**src/include/board_macros.svh**
```systemverilog
`ifndef BOARD_MACROS_SVH
`define BOARD_MACROS_SVH

// horizontal raster, in pixels past the visible area
`define H_FRONT        16
`define H_SYNC         96
`define H_BACK         48

// vertical raster, in lines past the visible area
`define V_FRONT        10
`define V_SYNC         2
`define V_BACK         33

// clk cycles per bclk half period
`define BCLK_HALF      2

// audio sample and color channel widths
`define W_SOUND        16
`define W_COLOR        8

// square wave magnitude and half periods in clk cycles
`define TONE_AMPL      'h2000
`define TONE_LOW_HALF  64
`define TONE_HIGH_HALF 24

`endif
```
**src/design/audio_pkg.sv**
```systemverilog
package audio_pkg;

    // --------------------------------------------------
    // tone selection
    // --------------------------------------------------

    // off must stay code 0, the leds show it as all ones
    typedef enum logic [1:0]
    {
        tone_off  = 2'd0,
        tone_low  = 2'd1,
        tone_high = 2'd2
    } tone_t;

    // I2S channel, matches the lrclk level
    typedef enum logic
    {
        channel_left  = 1'b0,
        channel_right = 1'b1
    } channel_t;

endpackage

```
**src/design/video_pkg.sv**
```systemverilog
package video_pkg;

    // --------------------------------------------------
    // test pattern selection
    // --------------------------------------------------

    // key 0 walks through these in declaration order
    // code 3 is never used
    typedef enum logic [1:0]
    {
        // red from top x bit, green from top y bit
        pattern_bars    = 2'd0,

        // white where x[2] and y[2] differ
        pattern_checker = 2'd1,

        // plain blue screen
        pattern_solid   = 2'd2
    } pattern_t;

endpackage

```
**src/design/board_specific_top.sv**
```systemverilog
`timescale 1ns/1ps
`include "board_macros.svh"

module board_specific_top
#(
    parameter  clk_mhz       = 25,
    parameter  slow_clk_hz   = 1,
    parameter  screen_width  = 640,
    parameter  screen_height = 480,

    localparam w_x = $clog2(screen_width  + `H_FRONT + `H_SYNC + `H_BACK),
    localparam w_y = $clog2(screen_height + `V_FRONT + `V_SYNC + `V_BACK)
)
(
    input  logic                  clk,
    input  logic                  reset,
    input  logic [1:0]            key_n,
    output logic [5:0]            led_n,
    output logic                  hsync,
    output logic                  vsync,
    output logic                  display_on,
    output logic [w_x - 1:0]      x,
    output logic [w_y - 1:0]      y,
    output logic [`W_COLOR - 1:0] red,
    output logic [`W_COLOR - 1:0] green,
    output logic [`W_COLOR - 1:0] blue,
    output logic                  bclk,
    output logic                  lrclk,
    output logic                  sdata
);

    logic [1:0]            key;
    logic [5:0]            lab_led;
    logic                  slow_clk;
    video_pkg::pattern_t   pattern;
    audio_pkg::tone_t      tone;
    logic [`W_SOUND - 1:0] sound;

    // board keys and leds are active low
    assign key   = ~key_n;
    assign led_n = ~lab_led;

    // --------------------------------------------------
    // clocking and raster
    // --------------------------------------------------

    slow_clk_gen #(.fast_clk_mhz (clk_mhz), .slow_clk_hz (slow_clk_hz))
    i_slow_clk_gen (.clk (clk), .reset (reset), .slow_clk (slow_clk));

    // pixel clock is clk itself, no pll
    vga_timing #(.screen_width (screen_width), .screen_height (screen_height))
    i_vga_timing
    (
        .clk (clk), .reset (reset), .hsync (hsync), .vsync (vsync),
        .display_on (display_on), .x (x), .y (y)
    );

    // --------------------------------------------------
    // lab design and its settings
    // --------------------------------------------------

    lab_settings i_lab_settings
        (.clk (clk), .reset (reset), .key (key), .pattern (pattern), .tone (tone));

    lab_top #(.w_x (w_x), .w_y (w_y)) i_lab_top
    (
        .clk (clk), .reset (reset), .slow_clk (slow_clk),
        .x (x), .y (y), .display_on (display_on),
        .pattern (pattern), .tone (tone),
        .red (red), .green (green), .blue (blue),
        .sound (sound), .led (lab_led)
    );

    // dac stream out
    i2s_audio_out i_i2s_audio_out
    (
        .clk (clk), .reset (reset), .sound (sound),
        .bclk (bclk), .lrclk (lrclk), .sdata (sdata)
    );

endmodule

```
**src/design/i2s_audio_out.sv**
```systemverilog
`timescale 1ns/1ps
`include "board_macros.svh"

module i2s_audio_out
(
    input  logic                  clk,
    input  logic                  reset,
    input  logic [`W_SOUND - 1:0] sound,
    output logic                  bclk,
    output logic                  lrclk,
    output logic                  sdata
);

    localparam w_div  = `BCLK_HALF > 1 ? $clog2(`BCLK_HALF) : 1;
    localparam w_bit  = $clog2(`W_SOUND);
    localparam w_slot = w_bit + 1;

    logic [w_div - 1:0]    div_cnt;
    logic                  bclk_edge;
    logic                  bclk_fall;
    logic [w_slot - 1:0]   slot;
    logic [w_slot - 1:0]   slot_next;
    audio_pkg::channel_t   channel;
    logic [`W_SOUND - 1:0] sample;
    logic [`W_SOUND - 1:0] shift;

    // --------------------------------------------------
    // bit clock divider
    // --------------------------------------------------

    assign bclk_edge = (div_cnt == w_div'(`BCLK_HALF - 1));
    assign bclk_fall = bclk_edge && bclk;

    always_ff @(posedge clk)
    begin
        if (reset)
        begin
            div_cnt <= '0;
            bclk    <= 1'b0;
        end
        else if (bclk_edge)
        begin
            div_cnt <= '0;
            bclk    <= ~bclk;
        end
        else
            div_cnt <= div_cnt + 1'b1;
    end

    // --------------------------------------------------
    // slot counter and channel
    // --------------------------------------------------

    // frame is two words of bclk slots, top slot bit is the channel
    assign slot_next = slot + 1'b1;

    // starting at the last slot makes the first fall open a frame
    always_ff @(posedge clk)
    begin
        if (reset)
        begin
            slot    <= '1;
            channel <= audio_pkg::channel_left;
        end
        else if (bclk_fall)
        begin
            slot    <= slot_next;
            channel <= slot_next[w_slot - 1] ? audio_pkg::channel_right
                                             : audio_pkg::channel_left;
        end
    end

    assign lrclk = (channel == audio_pkg::channel_right);

    // one capture per frame, both channels send it
    always_ff @(posedge clk)
    begin
        if (bclk_fall && slot_next == '0)
            sample <= sound;
    end

    // msb goes out one bclk after the lrclk change
    // lsb lands in the first slot of the other channel
    always_ff @(posedge clk)
    begin
        if (reset)
        begin
            shift <= '0;
            sdata <= 1'b0;
        end
        else if (bclk_fall)
        begin
            if (slot_next[w_bit - 1:0] == w_bit'(1))
            begin
                sdata <= sample[`W_SOUND - 1];
                shift <= {sample[`W_SOUND - 2:0], 1'b0};
            end
            else
            begin
                sdata <= shift[`W_SOUND - 1];
                shift <= {shift[`W_SOUND - 2:0], 1'b0};
            end
        end
    end

    // word select only moves with a falling bclk
    assert property (@(posedge clk) disable iff (reset)
        $changed(lrclk) |-> $fell(bclk))
        else $error("lrclk changed away from a bclk falling edge");

endmodule

```
**src/design/lab_top.sv**
```systemverilog
`timescale 1ns/1ps
`include "board_macros.svh"

module lab_top
#(
    parameter w_x = 10,
    parameter w_y = 10
)
(
    input  logic                  clk,
    input  logic                  reset,
    input  logic                  slow_clk,
    input  logic [w_x - 1:0]      x,
    input  logic [w_y - 1:0]      y,
    input  logic                  display_on,
    input  video_pkg::pattern_t   pattern,
    input  audio_pkg::tone_t      tone,
    output logic [`W_COLOR - 1:0] red,
    output logic [`W_COLOR - 1:0] green,
    output logic [`W_COLOR - 1:0] blue,
    output logic [`W_SOUND - 1:0] sound,
    output logic [5:0]            led
);

    localparam w_half = $clog2(`TONE_LOW_HALF + `TONE_HIGH_HALF);

    localparam logic [`W_SOUND - 1:0] ampl = `W_SOUND'(`TONE_AMPL);

    logic                  checker_on;
    logic [w_half - 1:0]   half_cnt;
    logic [w_half - 1:0]   half_reload;
    logic                  phase;
    logic [3:0]            tick_cnt;

    // --------------------------------------------------
    // pattern decode in the same cycle as x and y
    // --------------------------------------------------

    assign checker_on = x[2] ^ y[2];

    always_comb
    begin
        red   = '0;
        green = '0;
        blue  = '0;

        // blank outside the visible area
        if (display_on)
        begin
            case (pattern)
                video_pkg::pattern_bars:
                begin
                    red   = {`W_COLOR{x[w_x - 1]}};
                    green = {`W_COLOR{y[w_y - 1]}};
                end
                video_pkg::pattern_checker:
                begin
                    red   = {`W_COLOR{checker_on}};
                    green = {`W_COLOR{checker_on}};
                    blue  = {`W_COLOR{checker_on}};
                end
                video_pkg::pattern_solid:
                    blue  = '1;
                default: ;
            endcase
        end
    end

    // --------------------------------------------------
    // square wave tone
    // --------------------------------------------------

    assign half_reload = (tone == audio_pkg::tone_high) ? w_half'(`TONE_HIGH_HALF - 1)
                                                        : w_half'(`TONE_LOW_HALF - 1);

    // phase flips every half period and idles while off
    always_ff @(posedge clk)
    begin
        if (reset || tone == audio_pkg::tone_off)
        begin
            half_cnt <= '0;
            phase    <= 1'b0;
        end
        else if (half_cnt == '0)
        begin
            half_cnt <= half_reload;
            phase    <= ~phase;
        end
        else
            half_cnt <= half_cnt - 1'b1;
    end

    // two's complement negative half of the wave
    assign sound = (tone == audio_pkg::tone_off) ? '0
                 : phase                         ? ampl
                 :                                 (~ampl + 1'b1);

    // led word has the tick count low and the tone code high
    always_ff @(posedge clk)
    begin
        if (reset)
            tick_cnt <= '0;
        else if (slow_clk)
            tick_cnt <= tick_cnt + 1'b1;
    end

    assign led = {tone, tick_cnt};

endmodule

```
**src/design/lab_settings.sv**
```systemverilog
`timescale 1ns/1ps

module lab_settings
(
    input  logic                clk,
    input  logic                reset,
    input  logic [1:0]          key,
    output video_pkg::pattern_t pattern,
    output audio_pkg::tone_t    tone
);

    logic [1:0] key_meta;
    logic [1:0] key_sync;
    logic [1:0] key_prev;
    logic [1:0] press;

    // two flop synchronizer plus the edge register
    always_ff @(posedge clk)
    begin
        if (reset)
        begin
            key_meta <= '0;
            key_sync <= '0;
            key_prev <= '0;
        end
        else
        begin
            key_meta <= key;
            key_sync <= key_meta;
            key_prev <= key_sync;
        end
    end

    // one cycle pulse on each press
    assign press = key_sync & ~key_prev;

    // --------------------------------------------------
    // settings registers, stepped cyclically
    // --------------------------------------------------

    always_ff @(posedge clk)
    begin
        if (reset)
        begin
            pattern <= video_pkg::pattern_bars;
            tone    <= audio_pkg::tone_off;
        end
        else
        begin
            if (press[0])
            begin
                case (pattern)
                    video_pkg::pattern_bars:    pattern <= video_pkg::pattern_checker;
                    video_pkg::pattern_checker: pattern <= video_pkg::pattern_solid;
                    default:                    pattern <= video_pkg::pattern_bars;
                endcase
            end

            if (press[1])
            begin
                case (tone)
                    audio_pkg::tone_off: tone <= audio_pkg::tone_low;
                    audio_pkg::tone_low: tone <= audio_pkg::tone_high;
                    default:             tone <= audio_pkg::tone_off;
                endcase
            end
        end
    end

    // code 3 must never reach the lab design
    assert property (@(posedge clk) disable iff (reset)
        (pattern inside {video_pkg::pattern_bars, video_pkg::pattern_checker,
                         video_pkg::pattern_solid})
        && (tone inside {audio_pkg::tone_off, audio_pkg::tone_low,
                         audio_pkg::tone_high}))
        else $error("settings register holds an unused code");

endmodule

```
**src/design/vga_timing.sv**
```systemverilog
`timescale 1ns/1ps
`include "board_macros.svh"

module vga_timing
#(
    parameter  screen_width  = 640,
    parameter  screen_height = 480,

    // full raster including porches and sync
    localparam h_total = screen_width  + `H_FRONT + `H_SYNC + `H_BACK,
    localparam v_total = screen_height + `V_FRONT + `V_SYNC + `V_BACK,
    localparam w_x     = $clog2(h_total),
    localparam w_y     = $clog2(v_total)
)
(
    input  logic             clk,
    input  logic             reset,
    output logic             hsync,
    output logic             vsync,
    output logic             display_on,
    output logic [w_x - 1:0] x,
    output logic [w_y - 1:0] y
);

    // decode thresholds at counter width
    localparam logic [w_x - 1:0] x_last   = w_x'(h_total - 1);
    localparam logic [w_y - 1:0] y_last   = w_y'(v_total - 1);
    localparam logic [w_x - 1:0] x_disp   = w_x'(screen_width);
    localparam logic [w_y - 1:0] y_disp   = w_y'(screen_height);
    localparam logic [w_x - 1:0] hs_start = w_x'(screen_width + `H_FRONT);
    localparam logic [w_x - 1:0] hs_end   = w_x'(screen_width + `H_FRONT + `H_SYNC);
    localparam logic [w_y - 1:0] vs_start = w_y'(screen_height + `V_FRONT);
    localparam logic [w_y - 1:0] vs_end   = w_y'(screen_height + `V_FRONT + `V_SYNC);

    logic [w_x - 1:0] x_next;
    logic [w_y - 1:0] y_next;

    // --------------------------------------------------
    // next raster position
    // --------------------------------------------------

    always_comb
    begin
        x_next = x + 1'b1;
        y_next = y;

        // end of line, step to the next one
        if (x == x_last)
        begin
            x_next = '0;

            if (y == y_last)
                y_next = '0;
            else
                y_next = y + 1'b1;
        end
    end

    // --------------------------------------------------
    // counters and registered decodes
    // --------------------------------------------------

    // decodes use the next position so they line up with x and y
    always_ff @(posedge clk)
    begin
        if (reset)
        begin
            x          <= '0;
            y          <= '0;
            display_on <= 1'b1;
            hsync      <= 1'b1;
            vsync      <= 1'b1;
        end
        else
        begin
            x          <= x_next;
            y          <= y_next;
            display_on <= (x_next < x_disp) && (y_next < y_disp);
            hsync      <= !((x_next >= hs_start) && (x_next < hs_end));
            vsync      <= !((y_next >= vs_start) && (y_next < vs_end));
        end
    end

    // enable never leaks into porches or sync
    assert property (@(posedge clk) disable iff (reset)
        display_on |-> (x < x_disp) && (y < y_disp))
        else $error("display_on outside the visible area");

endmodule

```
**src/design/slow_clk_gen.sv**
```systemverilog
`timescale 1ns/1ps

module slow_clk_gen
#(
    parameter fast_clk_mhz = 25,
    parameter slow_clk_hz  = 1
)
(
    input  logic clk,
    input  logic reset,
    output logic slow_clk
);

    // clk cycles between two ticks
    localparam period = fast_clk_mhz * 1000000 / slow_clk_hz;
    localparam w_cnt  = period > 1 ? $clog2(period) : 1;

    logic [w_cnt - 1:0] cnt;

    // down counter, tick is registered off the zero state
    // so the first tick shows up period cycles after reset
    always_ff @(posedge clk)
    begin
        if (reset)
        begin
            cnt      <= w_cnt'(period - 1);
            slow_clk <= 1'b0;
        end
        else if (cnt == '0)
        begin
            cnt      <= w_cnt'(period - 1);
            slow_clk <= 1'b1;
        end
        else
        begin
            cnt      <= cnt - 1'b1;
            slow_clk <= 1'b0;
        end
    end

    // --------------------------------------------------
    // checks
    // --------------------------------------------------

    // the tick is a single cycle pulse
    assert property (@(posedge clk) disable iff (reset)
        slow_clk |=> !slow_clk)
        else $error("slow_clk held high for two cycles");

endmodule

```
**config.mk**
```make
export PLATFORM = sky130hd
export DESIGN_NAME = board_specific_top
export DESIGN_NICKNAME = d
export VERILOG_FILES = /design/src/design/audio_pkg.sv /design/src/design/video_pkg.sv /design/src/design/board_specific_top.sv /design/src/design/i2s_audio_out.sv /design/src/design/lab_top.sv /design/src/design/lab_settings.sv /design/src/design/vga_timing.sv /design/src/design/slow_clk_gen.sv
export VERILOG_INCLUDE_DIRS = /design/src /design/src/include
export SDC_FILE = /design/constraint.sdc
export NUM_CORES = 1
export LEC_CHECK = 0
export BUFFER_PORTS_ARGS = -buffer_cell sky130_fd_sc_hd__buf_2
export CAP_MARGIN = 20
export CORE_ASPECT_RATIO = 1.25
export CORE_UTILIZATION = 55
export DETAILED_ROUTE_END_ITERATION = 6
export GPL_ROUTABILITY_DRIVEN = 0
export GPL_TIMING_DRIVEN = 0
export PLACE_DENSITY = 0.86
export SYNTH_ARGS = -nofsm -noshare
export SYNTH_HDL_FRONTEND = slang
export SYNTH_SLANG_ARGS = --single-unit
```
**constraint.sdc**
```tcl
create_clock -name clk -period 2.6 [get_ports clk]
set_input_delay 0.78 -clock clk [delete_from_list [all_inputs] [get_ports clk]]
set_output_delay 0.78 -clock clk [all_outputs]
set_load 0.03 [all_outputs]
```
* Word level (Yosys, flattened, before mapping)
Index checks and enable logic that the tools add are counted.
** Cells by class
- Add/sub/neg operators :: 7
- $lt $le $gt $ge :: 6
- Eq/ne operators :: 7
- Multiplexer cells :: 18
- Bitwise logic cells :: 7
- Reductions and logical operators :: 15
** Operator list (count)
- case mux 8 bit (2 select lines) :: 3
- two-way mux 16 bit :: 2
- two-way mux 10 bit :: 3
- logical NOT 25 bit :: 1
- subtractor 25 x 1 -> 25 bit, second input constant :: 1
- two-way mux 8 bit :: 3
- adder 10 x 1 -> 10 bit, second input constant :: 2
- equality test 10 bit, second input constant :: 2
- less-than comparator 10 bit, second input constant :: 2
- less-than comparator 10 x 9 -> 1 bit, second input constant :: 2
- >= comparator 10 bit, second input constant :: 1
- >= comparator 10 x 9 -> 1 bit, second input constant :: 1
- case mux 2 bit (2 select lines) :: 2
- logical NOT 7 bit :: 1
- two-way mux 7 bit :: 1
- subtractor 7 x 1 -> 7 bit, second input constant :: 1
- two-way mux 6 bit :: 1
- inverter 6 bit :: 1
- adder 5 x 1 -> 5 bit, second input constant :: 1
- logical AND 1 bit :: 5
- logical NOT 5 bit :: 1
- adder 4 x 1 -> 4 bit, second input constant :: 1
- equality test 2 x 1 -> 1 bit, second input constant :: 2
- equality test 2 bit, second input constant :: 2
- 11 further kinds :: 18
** Storage, ports and cells
- Flip-flop bits (word level) :: 112
- Bits of input ports :: 4
- Output and inout port bits :: 56
- Word-level logic and storage cells :: 82

* Longest topological paths before layout
- Depth after elaboration :: 6
- Mapped depth :: 8
- Gate-level depth less buffers :: 8

* Cells and area by module
A second synthesis with hierarchy kept.
** Unflattened totals
- Cell total of the unflattened synthesis :: 555
- Area total of the unflattened synthesis :: 5360.1 um^2
** By module, submodules not included
- i2s_audio_out :: times used 1, cells an instance 136, area each 1627.8 um^2, sequential area each 960.9 um^2
- vga_timing :: times used 1, cells an instance 137, area each 1262.5 um^2, sequential area each 460.4 um^2
- slow_clk_gen :: times used 1, cells an instance 134, area each 1191.1 um^2, sequential area each 520.5 um^2
- lab_top :: times used 1, cells an instance 109, area each 909.6 um^2, sequential area each 240.2 um^2
- lab_settings :: times used 1, cells an instance 31, area each 339.1 um^2, sequential area each 200.2 um^2
- board_specific_top :: times used 1, cells an instance 8, area each 30.0 um^2, sequential area each 0.0 um^2

* Least setup slack after synthesis
OpenSTA, ideal clock, no wires.
- Kind :: flip-flop to output port
- From :: register i_vga_timing.y[2]
- To :: output port red[1]
- Arrival :: 2.457 ns
- Setup slack :: -0.637 ns
- Cell stages (with the launch flop) :: 6
- Path buffers :: 2
- Path through :: dfxtp_1 -> clkbuf_1 -> xor2_1 -> nand2_1 -> a21boi_0 -> buf_4
** On the way
- Word-level cells in the longest chain between the ends :: 3
** Ends and longest elaborated chain
- start: declaration :: RTL line vga_timing.sv:22 : output logic [w_y - 1:0] y
- start signal: assignment :: RTL line vga_timing.sv:77 : y <= y_next;
- XOR 1 bit :: RTL line lab_top.sv:39 : assign checker_on = x[2] ^ y[2];
- case mux 8 bit (2 select lines) :: RTL line lab_top.sv:50 : case (pattern)
- two-way mux 8 bit :: RTL line lab_top.sv:48 : if (display_on)
- end: declaration :: RTL line board_specific_top.sv:24 : output logic [`W_COLOR - 1:0] red,
No other way between the ends.

* Final worst setup path
- From :: register i_vga_timing.x[0]
- To :: register i_vga_timing.display_on
** On the way
- Word-level cells in the longest chain between the ends :: 4
** Ends and longest elaborated chain
- start: declaration :: RTL line vga_timing.sv:21 : output logic [w_x - 1:0] x,
- start signal: assignment :: RTL line vga_timing.sv:76 : x <= x_next;
- adder 10 x 1 -> 10 bit / equality test 10 bit (equally long branches) :: RTL line vga_timing.sv:44, vga_timing.sv:48
- two-way mux 10 bit :: RTL line vga_timing.sv:48 : if (x == x_last)
- less-than comparator 10 bit / less-than comparator 10 x 9 -> 1 bit (equally long branches) :: RTL line vga_timing.sv:78 : display_on <= (x_next < x_disp) && (y_next < y_disp);
- logical AND 1 bit * :: RTL line vga_timing.sv:78
- end signal: assignment :: RTL line vga_timing.sv:78
- end: declaration :: RTL line vga_timing.sv:20 : output logic display_on,
Mark *: on every way between the ends. The rest lies on a longest branch, timed or not.
A chain may end at the register's enable or synchronous reset.

==> summary.txt <==
Run status
  – Outcome: complete, no violations

Routing
  – Total wire length: 7850 µm
  – DR vias: 3254
  – DRC viols: 0
  – Post-route ant nets: 0
  – Initial drt markers: 133
  – Count of TritonRoute iterations in the first routing pass: 4
  – Routed WL per cell: 13.0 µm
  – Vias per cell: 5.37

Synthesis
  – Syn avg cell area: 8.81 µm²
  – Sequential-to-total area share from yosys stat: 0.436
  – Synth async-reset ratio: 0
  – Gate Count Post-Synth: 443
  – Synth area leaders: dfxtp_1 (42%), xnor2_1 (5.6%), nor2_1 (5.3%)
  – Post-synth EDFFs: 2
  – Top cell type's share of synthesized area: 0.421
  – Syn_nets: 461
  – Post-Syn Area: 0.00390 mm²
  – Number of synthesized register bits: 84
  – Post-synth top area cell: dfxtp_1
  – Synth warnings: 0
  – Post-synthesis cell type count: 55
  – Top FF cell, synth: dfxtp_1

CTS
  – CTS clk-pin slew, worst paths: 0.08 ns
  – H-tree Lvls: 3
  – Post-CTS Hold Buffers: 0
  – CTS max path bufs: 2
  – Clock latency on the worst-skew pair: 0.35 ns
  – CTS tree: done
  – CTS buffer count: 9
  – Root Buffer: clkbuf_8
  – CTS Sinks: 84

Global routing
  – M1 GR Usage: 0.249
  – First-pass GRT wire length: 13200 µm
  – Pin count of the biggest net entering global routing: 15
  – Gr busiest metal: met2
  – All-layer global routing usage: 0.225
  – Grt ovf: 0
  – Met2 Track Usage GR: 0.401
  – Met3 global-route usage: 0.0597
  – Vias in the first global route: 3013
  – Initial antenna violation count: 0

STA
  – Final number of setup-violating endpoints: 0
  – Final Max Slew Viols: 0
  – Minimum clock period: 2.54 ns
  – Worst Max-Slew Pin Slew: 0.585 ns
  – RSZ-0062 raised after global routing: yes
  – F_max: 0.394 GHz
  – Fin Hold WS: 0.417 ns
  – Final Hold Fails: 0
  – Tcrit/Tclk final: 0.977
  – Slew margin rel.: 0.610
  – Clk_skew: 0.00731 ns

Finish
  – Nets: 532
  – Fin cells: 606
  – Fin util: 0.687
  – Share of layout cells above drive strength 1: 0.241
  – # fillers: 563
  – Area delta synth->final: 17.8%
  – Antenna Cells: 0

Worst setup path
  – Cells along the critical path: ha_2 -> nand4_1 -> or3_4 -> buf_6 -> nor4_4 -> o21ai_2 -> or4_1 -> a41o_1
  – Crit path max fanout: 9
  – Crit-path slowest cell: or4_1
  – Crit end category: flop
  – Critical Path RT: 2.84 ns
  – Critical path launch point type: flop
  – Worst Path Buf+Inv: 1
  – Worst path max stage delay: 0.54 ns
  – Crit Path Category: reg2reg
  – CP arrival: 2.78 ns
  – Top delay family on crit path: simple AND/OR/NAND/NOR gates

Die
  – CORE AREA: 0.00669 mm²
  – Die area: 0.00744 mm²
  – Die Span Y: 96.2 µm
  – Die Wd: 77.3 µm
  – IO Pins: 60
  – Initial Util: 0.583
  – Site Rows: 33

Placement
  – Buffers added on ports: 59
  – Final HPWL DP: 5600 µm
  – Placed insts: 590

Pwr
  – Peak supply drop: 0.496 mV
  – P per Cell Area: 539 mW/mm²
  – Lkg Pwr: 0.00196 µW

Hold path
  – Hold Path Class: reg2reg

Run
  – Max-Cap Viols: 0
==> worst paths after layout <==
check,cells after the start,to,from,slack [ns]
worst max-delay path,8,i_vga_timing.display_on,i_vga_timing.x[0],0.06
worst min register to register,1,i_slow_clk_gen.cnt[0],i_slow_clk_gen.cnt[0],0.42
worst min-delay path,1,i_slow_clk_gen.cnt[0],i_slow_clk_gen.cnt[0],0.42
worst max register to register,8,i_vga_timing.display_on,i_vga_timing.x[0],0.06
==> synth_stat cells, types with 4 or more instances <==
cell type,instances
dfxtp_1,82
nor2_1,55
nand2_1,44
xnor2_1,25
buf_4,21
a21oi_1,19
inv_1,19
xor2_1,19
nor3_1,17
nand3_1,15
ha_1,14
nor2b_1,9
o21ai_0,8
or3_1,7
and3_1,6
clkbuf_1,6
nand2b_1,6
nand4_1,6
nor4_1,5
mux2i_1,4
nand3b_1,4
or4_1,4
==> final cells by class <==
class	count	area (µm²)	share of cell area
tap	87	109	0.0237
sequential	84	1710	0.372
multi-input combinational	307	1980	0.432
buffer	32	210	0.0458
clock inverter	5	61.3	0.0133
timing repair buffer	61	308	0.0670
inverter	19	71.3	0.0155
clock buffer	11	141	0.0308
==> kinds of logic (layout without fill, tap and decap cells) <==
group	after synthesis	in the layout	share of synthesized area
compound gates	47	47	0.0767
xor+xnor	44	44	0.0988
mux	5	5	0.0131
buf+inv	52	128	0.0731
fa+ha+maj	14	14	0.0449
flops	84	84	0.436
simple gates	197	197	0.257
==> flip-flops by register name (all words and copies together) (netlist names), 2 cells and up <==
register,flops
i_slow_clk_gen.cnt,25
i_vga_timing.x,10
i_vga_timing.y,10
i_lab_top.half_cnt,7
i_i2s_audio_out.slot,5
i_lab_top.tick_cnt,4
i_i2s_audio_out.sample,2
i_i2s_audio_out.shift,2
i_lab_settings.key_meta,2
i_lab_settings.key_prev,2
i_lab_settings.key_sync,2
i_lab_settings.pattern,2
i_lab_settings.tone,2
==> routing by layer <==
metal	wire length, µm	part of all wire
met3	379	0.048
met2	3970	0.51
met5	0	0
met4	142	0.018
met1	3370	0.43
==> placed cells by master, fill, tap and decap left out, types with 3 or more instances in the layout <==
master       n
a211oi_1     3
a21oi_1     19
and2_1       3
and3_1       6
and4_1       3
buf_2       63
buf_4       22
clkbuf_1     6
clkbuf_8    10
clkinvlp_4   3
dfxtp_1     78
dfxtp_2      3
ha_1        12
inv_1       19
mux2i_1      4
nand2_1     43
nand2b_1     6
nand3_1     15
nand3b_1     4
nand4_1      6
nor2_1      54
nor2b_1      9
nor3_1      16
nor4_1       4
o21ai_0      8
or2_2        3
or3_1        6
or4_1        4
xnor2_1     25
xor2_1      18
==> metrics by stage <==
| stage | power [µW] | instance area [µm²] | setup TNS (ns) | setup WS [ns] |
|---|---|---|---|---|
| after global placement | 1560 | 4310 | 0 | 0.0681 |
| after floorplan | 1520 | 3900 | -3.35 | -0.239 |
| final | 2470 | 4590 | 0 | 0.0593 |
| after global routing | 2590 | 4590 | -0.403 | -0.0453 |
| after CTS | 2490 | 4540 | 0 | 0.00577 |
| after detailed placement | 1570 | 4310 | -0.0320 | -0.00636 |
==> timing repair <==
| action | 4_1_cts | 5_1_grt |
|---|---|---|
| setup buffers | 0 | 1 |
| setup endpoints to repair | 24 | 41 |
| pin swaps | 0 | 2 |
| resized for setup | 6 | 12 |
==> power breakdown <==
group	total, µW	switching (µW)	internal [µW]
logic	193	119	73.3
clock network	932	460	472
registers	1350	28.9	1320
total	2470	608	1870
Note: power is estimated with default switching activity, not from simulation.
